--- src/m6502_pkg.sv ---
`default_nettype none

package m6502_pkg;

   // ~~~~~~~~~~~~~~~~~~~~~~~~~~~~~~~~~~~~~~~~~~~~~~~~~~~~~~~~~~
   // Data
   // ~~~~~~~~~~~~~~~~~~~~~~~~~~~~~~~~~~~~~~~~~~~~~~~~~~~~~~~~~~

   typedef logic [7:0] byte_t;

   // ~~~~~~~~~~~~~~~~~~~~~~~~~~~~~~~~~~~~~~~~~~~~~~~~~~~~~~~~~~
   // Operation codes
   // ~~~~~~~~~~~~~~~~~~~~~~~~~~~~~~~~~~~~~~~~~~~~~~~~~~~~~~~~~~

   typedef enum logic [3:0] {
      OP_UPDATE   = 4'd0,    // Copy in_a
      OP_AND      = 4'd1,
      OP_OR       = 4'd2,
      OP_EOR      = 4'd3,
      OP_ADC      = 4'd4,    // Add with carry
      OP_INC      = 4'd5,
      OP_DEC      = 4'd6,
      OP_CMP      = 4'd7,    // Subtract, result not written back
      OP_ASL      = 4'd8,
      OP_LSR      = 4'd9,
      OP_ROL      = 4'd10,
      OP_ROR      = 4'd11,
      OP_NOP      = 4'd12,   // Post stage only
      OP_UPDATE_C = 4'd13    // Post stage only
   } alu_op_t;

   typedef enum logic [2:0] {
      FLAG_NONE = 3'd0,      // Command is an ALU operation
      FLAG_SEC  = 3'd1,
      FLAG_CLC  = 3'd2,
      FLAG_SED  = 3'd3,
      FLAG_CLD  = 3'd4,
      FLAG_CLV  = 3'd5
   } flag_act_t;

   // ~~~~~~~~~~~~~~~~~~~~~~~~~~~~~~~~~~~~~~~~~~~~~~~~~~~~~~~~~~
   // Register select
   // ~~~~~~~~~~~~~~~~~~~~~~~~~~~~~~~~~~~~~~~~~~~~~~~~~~~~~~~~~~

   typedef enum logic [1:0] {
      REG_A = 2'd0,
      REG_X = 2'd1,
      REG_Y = 2'd2
   } reg_sel_t;

endpackage

`default_nettype wire

--- src/m6502_alu.sv ---
`timescale 1ns/1ps
`default_nettype none

module m6502_alu import m6502_pkg::*; (
   input  wire       clk,
   input  wire       reset_n,
   input  wire       proceed,
   input  wire       alu_op_t op,
   input  wire       byte_t in_a,
   input  wire       byte_t in_b,
   input  wire       flag_c_set,
   input  wire       flag_c_reset,
   input  wire       flag_d_set,
   input  wire       flag_d_reset,
   input  wire       flag_v_reset,
   output byte_t     out,
   output logic      flag_c,
   output logic      flag_z,
   output logic      flag_v,
   output logic      flag_n,
   output logic      flag_d
);

   logic [8:0] result;
   logic [8:0] sum;
   logic [8:0] diff;
   logic       next_c;
   logic       next_v;
   logic       proceed_prev;
   logic       start;
   logic       out_new;      // out changed on the last edge
   alu_op_t    op_post;
   alu_op_t    post_code;

   logic       c_set_prev;
   logic       c_reset_prev;
   logic       d_set_prev;
   logic       d_reset_prev;
   logic       v_reset_prev;
   logic       c_set_rise;
   logic       c_reset_rise;
   logic       d_set_rise;
   logic       d_reset_rise;
   logic       v_reset_rise;

   assign out   = result[7:0];
   assign start = proceed & ~proceed_prev;
   assign sum   = {1'b0, in_a} + {1'b0, in_b} + {8'd0, flag_c};
   assign diff  = {1'b0, in_a} - {1'b0, in_b};   // Bit 8 is the borrow

   assign c_set_rise   = flag_c_set   & ~c_set_prev;
   assign c_reset_rise = flag_c_reset & ~c_reset_prev;
   assign d_set_rise   = flag_d_set   & ~d_set_prev;
   assign d_reset_rise = flag_d_reset & ~d_reset_prev;
   assign v_reset_rise = flag_v_reset & ~v_reset_prev;

   always_comb begin
      case (op)
         OP_ADC:                         post_code = OP_ADC;
         OP_CMP:                         post_code = OP_CMP;
         OP_ASL, OP_LSR, OP_ROL, OP_ROR: post_code = OP_UPDATE_C;
         default:                        post_code = OP_NOP;
      endcase
   end

   // ~~~~~~~~~~~~~~~~~~~~~~~~~~~~~~~~~~~~~~~~~~~~~~~~~~~~~~~~~~
   // Operation stage
   // ~~~~~~~~~~~~~~~~~~~~~~~~~~~~~~~~~~~~~~~~~~~~~~~~~~~~~~~~~~

   always_ff @(posedge clk) begin
      if (!reset_n) begin
         proceed_prev <= 1'b0;
         op_post      <= OP_NOP;
         out_new      <= 1'b0;
      end else begin
         proceed_prev <= proceed;
         out_new      <= start;
         op_post      <= start ? post_code : OP_NOP;
      end
   end

   always_ff @(posedge clk) begin
      if (start) begin
         case (op)
            OP_UPDATE: result <= {1'b0, in_a};
            OP_AND:    result <= {1'b0, in_a & in_b};
            OP_OR:     result <= {1'b0, in_a | in_b};
            OP_EOR:    result <= {1'b0, in_a ^ in_b};
            OP_ADC: begin
               result <= sum;
               next_v <= (in_a[7] == in_b[7]) && (sum[7] != in_a[7]);   // Signed overflow
            end
            OP_INC:    result <= {1'b0, in_a + 8'd1};
            OP_DEC:    result <= {1'b0, in_a - 8'd1};
            OP_CMP:    result <= diff;
            OP_ASL: begin
               result <= {in_a, 1'b0};
               next_c <= in_a[7];
            end
            OP_LSR: begin
               result <= {2'b00, in_a[7:1]};
               next_c <= in_a[0];
            end
            OP_ROL: begin
               result <= {1'b0, in_a[6:0], flag_c};
               next_c <= in_a[7];
            end
            OP_ROR: begin
               result <= {1'b0, flag_c, in_a[7:1]};
               next_c <= in_a[0];
            end
            default: result <= result;
         endcase
      end
   end

   // ~~~~~~~~~~~~~~~~~~~~~~~~~~~~~~~~~~~~~~~~~~~~~~~~~~~~~~~~~~
   // Flag register
   // ~~~~~~~~~~~~~~~~~~~~~~~~~~~~~~~~~~~~~~~~~~~~~~~~~~~~~~~~~~

   always_ff @(posedge clk) begin
      if (!reset_n) begin
         c_set_prev   <= 1'b0;
         c_reset_prev <= 1'b0;
         d_set_prev   <= 1'b0;
         d_reset_prev <= 1'b0;
         v_reset_prev <= 1'b0;
         flag_c       <= 1'b0;
         flag_z       <= 1'b0;
         flag_v       <= 1'b0;
         flag_n       <= 1'b0;
         flag_d       <= 1'b0;
      end else begin
         c_set_prev   <= flag_c_set;
         c_reset_prev <= flag_c_reset;
         d_set_prev   <= flag_d_set;
         d_reset_prev <= flag_d_reset;
         v_reset_prev <= flag_v_reset;

         if (out_new) begin
            flag_z <= (out == 8'h00);
            flag_n <= out[7];
         end

         if (c_set_rise) begin
            flag_c <= 1'b1;
         end else if (c_reset_rise) begin
            flag_c <= 1'b0;
         end else if (d_set_rise) begin
            flag_d <= 1'b1;
         end else if (d_reset_rise) begin
            flag_d <= 1'b0;
         end else if (v_reset_rise) begin
            flag_v <= 1'b0;
         end else begin
            case (op_post)
               OP_ADC: begin
                  flag_c <= result[8];
                  flag_v <= next_v;
               end
               OP_CMP:      flag_c <= ~result[8];   // Not borrow
               OP_UPDATE_C: flag_c <= next_c;
               default: ;
            endcase
         end
      end
   end

endmodule

`default_nettype wire

--- src/m6502_exec_top.sv ---
`timescale 1ns/1ps
`default_nettype none

module m6502_exec_top import m6502_pkg::*; (
   input  wire       clk,
   input  wire       reset_n,
   input  wire       cmd_valid,
   output logic      cmd_ready,
   input  wire       alu_op_t cmd_op,
   input  wire       flag_act_t cmd_flag,
   input  wire       reg_sel_t cmd_dst,
   input  wire       reg_sel_t cmd_src,
   input  wire       cmd_use_imm,
   input  wire       byte_t cmd_imm,
   output logic      res_valid,
   input  wire       res_ready,
   output byte_t     res_data,
   output logic      flag_c,
   output logic      flag_z,
   output logic      flag_v,
   output logic      flag_n,
   output logic      flag_d
);

   reg_sel_t rd_a_sel;
   reg_sel_t rd_b_sel;
   reg_sel_t wr_sel;
   byte_t    rd_a;
   byte_t    rd_b;
   logic     wr_en;
   logic     proceed;
   alu_op_t  alu_op;
   byte_t    alu_in_a;
   byte_t    alu_in_b;
   byte_t    alu_out;
   logic     flag_c_set;
   logic     flag_c_reset;
   logic     flag_d_set;
   logic     flag_d_reset;
   logic     flag_v_reset;

   m6502_seq u_seq (
      .clk          (clk),
      .reset_n      (reset_n),
      .cmd_valid    (cmd_valid),
      .cmd_op       (cmd_op),
      .cmd_flag     (cmd_flag),
      .cmd_dst      (cmd_dst),
      .cmd_src      (cmd_src),
      .cmd_use_imm  (cmd_use_imm),
      .cmd_imm      (cmd_imm),
      .res_ready    (res_ready),
      .rd_a         (rd_a),
      .rd_b         (rd_b),
      .alu_out      (alu_out),
      .cmd_ready    (cmd_ready),
      .res_valid    (res_valid),
      .res_data     (res_data),
      .rd_a_sel     (rd_a_sel),
      .rd_b_sel     (rd_b_sel),
      .wr_sel       (wr_sel),
      .wr_en        (wr_en),
      .proceed      (proceed),
      .alu_op       (alu_op),
      .alu_in_a     (alu_in_a),
      .alu_in_b     (alu_in_b),
      .flag_c_set   (flag_c_set),
      .flag_c_reset (flag_c_reset),
      .flag_d_set   (flag_d_set),
      .flag_d_reset (flag_d_reset),
      .flag_v_reset (flag_v_reset)
   );

   m6502_regs u_regs (
      .clk      (clk),
      .reset_n  (reset_n),
      .rd_a_sel (rd_a_sel),
      .rd_b_sel (rd_b_sel),
      .wr_en    (wr_en),
      .wr_sel   (wr_sel),
      .wr_data  (alu_out),    // Write-back always comes from the ALU
      .rd_a     (rd_a),
      .rd_b     (rd_b)
   );

   m6502_alu u_alu (
      .clk          (clk),
      .reset_n      (reset_n),
      .proceed      (proceed),
      .op           (alu_op),
      .in_a         (alu_in_a),
      .in_b         (alu_in_b),
      .flag_c_set   (flag_c_set),
      .flag_c_reset (flag_c_reset),
      .flag_d_set   (flag_d_set),
      .flag_d_reset (flag_d_reset),
      .flag_v_reset (flag_v_reset),
      .out          (alu_out),
      .flag_c       (flag_c),
      .flag_z       (flag_z),
      .flag_v       (flag_v),
      .flag_n       (flag_n),
      .flag_d       (flag_d)
   );

endmodule

`default_nettype wire

--- src/m6502_regs.sv ---
`timescale 1ns/1ps
`default_nettype none

module m6502_regs import m6502_pkg::*; (
   input  wire      clk,
   input  wire      reset_n,
   input  wire      reg_sel_t rd_a_sel,
   input  wire      reg_sel_t rd_b_sel,
   input  wire      wr_en,
   input  wire      reg_sel_t wr_sel,
   input  wire      byte_t wr_data,
   output byte_t    rd_a,
   output byte_t    rd_b
);

   byte_t reg_a;
   byte_t reg_x;
   byte_t reg_y;

   function automatic byte_t read_reg(input reg_sel_t sel, input byte_t a,
                                      input byte_t x, input byte_t y);
      byte_t value;
      case (sel)
         REG_A:   value = a;
         REG_X:   value = x;
         REG_Y:   value = y;
         default: value = 8'h00;   // Unused select code
      endcase
      return value;
   endfunction

   assign rd_a = read_reg(rd_a_sel, reg_a, reg_x, reg_y);
   assign rd_b = read_reg(rd_b_sel, reg_a, reg_x, reg_y);

   always_ff @(posedge clk) begin
      if (!reset_n) begin
         reg_a <= 8'h00;
         reg_x <= 8'h00;
         reg_y <= 8'h00;
      end else if (wr_en) begin
         case (wr_sel)
            REG_A:   reg_a <= wr_data;
            REG_X:   reg_x <= wr_data;
            REG_Y:   reg_y <= wr_data;
            default: ;
         endcase
      end
   end

endmodule

`default_nettype wire

--- src/m6502_seq.sv ---
`timescale 1ns/1ps
`default_nettype none

module m6502_seq import m6502_pkg::*; (
   input  wire       clk,
   input  wire       reset_n,
   input  wire       cmd_valid,
   input  wire       alu_op_t cmd_op,
   input  wire       flag_act_t cmd_flag,
   input  wire       reg_sel_t cmd_dst,
   input  wire       reg_sel_t cmd_src,
   input  wire       cmd_use_imm,
   input  wire       byte_t cmd_imm,
   input  wire       res_ready,
   input  wire       byte_t rd_a,
   input  wire       byte_t rd_b,
   input  wire       byte_t alu_out,
   output logic      cmd_ready,
   output logic      res_valid,
   output byte_t     res_data,
   output reg_sel_t  rd_a_sel,
   output reg_sel_t  rd_b_sel,
   output reg_sel_t  wr_sel,
   output logic      wr_en,
   output logic      proceed,
   output alu_op_t   alu_op,
   output byte_t     alu_in_a,
   output byte_t     alu_in_b,
   output logic      flag_c_set,
   output logic      flag_c_reset,
   output logic      flag_d_set,
   output logic      flag_d_reset,
   output logic      flag_v_reset
);

   typedef enum logic [2:0] {
      IDLE,
      ISSUE,     // Operands read, proceed or flag line high
      WAIT,      // ALU result valid
      WRITE,     // Flags settled, write-back
      PRESENT    // Result offered
   } state_t;

   state_t    state;
   logic      accept;
   logic      is_flag;
   alu_op_t   op_q;
   flag_act_t flag_q;
   reg_sel_t  dst_q;
   reg_sel_t  src_q;
   logic      use_imm_q;
   byte_t     imm_q;

   assign cmd_ready = (state == IDLE);
   assign accept    = cmd_valid & cmd_ready;
   assign is_flag   = (flag_q != FLAG_NONE);

   // Flag commands read A so the result port returns it unchanged
   assign rd_a_sel = is_flag ? REG_A : dst_q;
   assign rd_b_sel = src_q;
   assign alu_op   = op_q;
   assign alu_in_a = rd_a;
   assign alu_in_b = use_imm_q ? imm_q : rd_b;

   assign wr_sel = dst_q;
   assign wr_en  = (state == WRITE) && !is_flag && (op_q != OP_CMP);

   // ~~~~~~~~~~~~~~~~~~~~~~~~~~~~~~~~~~~~~~~~~~~~~~~~~~~~~~~~~~
   // Command FSM
   // ~~~~~~~~~~~~~~~~~~~~~~~~~~~~~~~~~~~~~~~~~~~~~~~~~~~~~~~~~~

   always_ff @(posedge clk) begin
      if (!reset_n) begin
         state        <= IDLE;
         res_valid    <= 1'b0;
         proceed      <= 1'b0;
         flag_c_set   <= 1'b0;
         flag_c_reset <= 1'b0;
         flag_d_set   <= 1'b0;
         flag_d_reset <= 1'b0;
         flag_v_reset <= 1'b0;
      end else begin
         case (state)
            IDLE: begin
               if (accept) begin
                  state <= ISSUE;
                  case (cmd_flag)
                     FLAG_NONE: proceed      <= 1'b1;
                     FLAG_SEC:  flag_c_set   <= 1'b1;
                     FLAG_CLC:  flag_c_reset <= 1'b1;
                     FLAG_SED:  flag_d_set   <= 1'b1;
                     FLAG_CLD:  flag_d_reset <= 1'b1;
                     FLAG_CLV:  flag_v_reset <= 1'b1;
                     default: ;
                  endcase
               end
            end
            ISSUE: begin
               state <= WAIT;
            end
            WAIT: begin
               state        <= WRITE;   // Levels drop after two cycles high
               proceed      <= 1'b0;
               flag_c_set   <= 1'b0;
               flag_c_reset <= 1'b0;
               flag_d_set   <= 1'b0;
               flag_d_reset <= 1'b0;
               flag_v_reset <= 1'b0;
            end
            WRITE: begin
               state     <= PRESENT;
               res_valid <= 1'b1;
            end
            PRESENT: begin
               if (res_ready) begin
                  state     <= IDLE;
                  res_valid <= 1'b0;
               end
            end
            default: state <= IDLE;
         endcase
      end
   end

   // ~~~~~~~~~~~~~~~~~~~~~~~~~~~~~~~~~~~~~~~~~~~~~~~~~~~~~~~~~~
   // Command latch and result hold
   // ~~~~~~~~~~~~~~~~~~~~~~~~~~~~~~~~~~~~~~~~~~~~~~~~~~~~~~~~~~

   always_ff @(posedge clk) begin
      if (accept) begin
         op_q      <= cmd_op;
         flag_q    <= cmd_flag;
         dst_q     <= cmd_dst;
         src_q     <= cmd_src;
         use_imm_q <= cmd_use_imm;
         imm_q     <= cmd_imm;
      end
      if (state == WRITE) begin
         res_data <= is_flag ? rd_a : alu_out;   // Held until taken
      end
   end

endmodule

`default_nettype wire

--- config.mk ---
export PLATFORM = sky130hd
export DESIGN_NAME = m6502_exec_top
export DESIGN_NICKNAME = d
export VERILOG_FILES = /design/src/m6502_pkg.sv /design/src/m6502_alu.sv /design/src/m6502_exec_top.sv /design/src/m6502_regs.sv /design/src/m6502_seq.sv
export SDC_FILE = /design/constraint.sdc
export NUM_CORES = 1
export LEC_CHECK = 0
export BUFFER_PORTS_ARGS = -buffer_cell sky130_fd_sc_hd__buf_2
export CAP_MARGIN = 30
export CORE_MARGIN = 8
export CORE_UTILIZATION = 28
export CTS_CLUSTER_DIAMETER = 80
export DETAILED_ROUTE_END_ITERATION = 16
export PLACE_DENSITY = 0.43
export SYNTH_ARGS = -nofsm -noshare
export SYNTH_HDL_FRONTEND = slang
export SYNTH_SLANG_ARGS = --single-unit
--- constraint.sdc ---
create_clock -name clk -period 9.35 [get_ports clk]
set_input_delay 0.4675 -clock clk [delete_from_list [all_inputs] [get_ports clk]]
set_output_delay 0.4675 -clock clk [all_outputs]
set_load 0.02 [all_outputs]
==> metrics.txt <==
total iterations of the first detailed-routing run 5; Synth Register Bits 88; leakage power 2.416 nW; largest area contributor in the netlist edfxtp_1; PwrDens 152.3 nW/um^2; number of global-route vias before repair 4521; Design Area, Final 6322 um^2; IO Pins 39; full die area 24690 um^2; Cells after DPL 905; core area 19530 um^2; Setup crit start u_seq.flag_q[1]; CTS resizes 0; RSZ-0062 raised after global routing false; synthesized area 5578 um^2; R2R depth 11; IO buf count 38; clk buf depth 2; hold_buf cts 0; DRC errors left 0; final net count 711; Crit. End Element flop; Reg area 2152 um^2; fin. max-slew vios 0; H-tree depth 3; filler cell count 2101; Post-synth EDFFs 39; number of buffers created by CTS 9; highest clock rate 231.3 MHz; max cap viols 0; Worst Hold Class in2reg; dominant cells by area after synthesis edfxtp_1, dfxtp_1, mux2i_1; CP startpoint kind flop; final WL 17.01 mm; Final Hold Viols 0; FP Rows 51; placed inst area 6030 um^2; Yosys cell types 66; post-DP HPWL 12.86 mm; post-CTS setup repair buffer count 0; first-pass GRT wire length 26.39 mm; commonest cells after routing, fill and taps aside nor2_1, nand2_1, dfxtp_1, o21ai_0, mux2i_1; hold wc startpoint cmd_op[3]; Die W 157.1 um; Pwr Total 0.0009631 W; initial antenna violation count 0; Post-Route Skew 8.595 ps; Placer Congestion 0.8898; Chip Height 157.1 um; flop2flop setup slack 5030 ps; Seq/Total Area, Yosys 0.3858; setup_tns 0 ps; layout cells sized above 1 0.1202; Yosys warnings 0; VDD IR max 0.00008084 V; required time of the worst setup path 9420 ps; remaining antenna violation count 0; Tot GR Track Use 0.1385; Async SR Flop Fraction 0; Synth Flop Type dfxtp_1; TritonCTS clock tree done; clock sink count 88; kind of critical path reg2reg; crit path time final 4323 ps; setup ws final 5027 ps; area occupied by multi-input gates 3141 um^2; Worst-Skew Late Latency 340 ps; vias 4737; grt total ovfl 0; non-filler cells, final 923; Worst Tran Pin Value 1034 ps; Hold Crit Depth 1; routed vias/inst 5.132; R2R Path Start u_seq.flag_q[1]; wire per inst 18.43 um; CP Data Arrival Time 4390 ps; largest net degree at the start of global routing 30; root buf cell clkbuf_16; Placement Setup Slack 5111 ps; syn_nets 684; Iteration-0 DRC Markers 347; Max transition margin 0.3053; Worst-path clk slew 70 ps; Syn Area/Cell 8.925 um^2; worst-path fanout max 13; Yosys top cell area share 0.2100; status finished, final reports clean; Cells after Synth 625; initial cell density of the core 0.2857; final setup violation count 0; period utilisation layout 0.4623; Area Overhead vs Synth 13.35%
cells in the mapped netlist (9+ instances only):
cell and n:
o21ai_0 41, a21oi_1 31, nor2b_1 19, clkbuf_1 24
nand3_1 13, mux2i_1 41, mux2_2 9, nand2_1 61
edfxtp_1 39, inv_1 38, nor3_1 21, a22oi_1 10
nand2b_1 11, and2_1 11, dfxtp_1 49, nor2_1 61
ha_1 31
flip-flops by register name (all words and copies together) (netlist names), 2 cells and up:
register / count
u_regs.reg_y: 8
u_seq.alu_op: 4
u_seq.state: 3
u_seq.wr_sel: 2
u_seq.rd_b_sel: 2
u_seq.flag_q: 3
u_regs.reg_a: 8
u_seq.imm_q: 8
u_alu.result: 9
u_alu.op_post: 3
u_regs.reg_x: 8
u_seq.res_data: 8
routing by layer:
layer | share of wire | vias to the layer above | track usage
li1 | - | 2290 | -
met1 | 0.48 | 2288 | 0.1887
met2 | 0.46 | 143 | 0.2248
met3 | 0.051 | 16 | 0.02632
met4 | 0.0084 | 0 | 0.02629
met5 | 0 | - | 0
power by group:
group | leakage [nW] | switching, W | internal [W]
Clock | 0.143 | 0.000156 | 0.000188
Sequential | 0.764 | 0.0000298 | 0.000428
Combinational | 1.51 | 0.0000994 | 0.0000612
worst paths after layout:
check                         end
hold / removal    u_seq.alu_op[3]
setup reg to reg  u_alu.result[7]
hold reg to reg      u_alu.flag_v
setup / recovery  u_alu.result[7]
worst max-delay path: stages, from the launching register on:
cell,delay (ps)
edfxtp_1,390
nor3_2,740
o21ai_1,400
a22oi_1,670
inv_1,200
ha_1,500
nor2b_1,220
nor2_1,80
o21ai_0,90
or3_1,350
a31oi_1,280
a32oi_1,140
cells by family (layout without fill, tap and decap cells):
group,Yosys count,in the layout,share of synthesized area
AO/OA/AOI/OAI,152,152,0.1821
AND/OR/NAND/NOR,223,223,0.1943
buffers and inverters,70,102,0.05114
multiplexers,50,50,0.09175
other,0,1,0
flip-flops,88,88,0.3858
adder cells (fa/ha/maj),35,35,0.08389
XOR/XNOR,7,7,0.01099
stage by stage:
step | hold slack [ps] | util
2_1_floorplan | 442.6 | -
3_3_place_gp | 449.9 | 0.3078
3_5_place_dp | 456.9 | 0.3088
4_1_cts | 283.3 | 0.3231
5_1_grt | 281.6 | 0.3237
6_report | 299.6 | 0.3238
cell type report:
type,count,share of cell area
inverter,40,0.02375
timing repair buffer,46,0.04215
clock buffer,10,0.03780
clock inverter,6,0.006333
tap,265,0.05244
antenna,1,0.0003958
multi-input combinational,467,0.4967
sequential,88,0.3404
No activity file was read; power rests on OpenSTA's default activity.
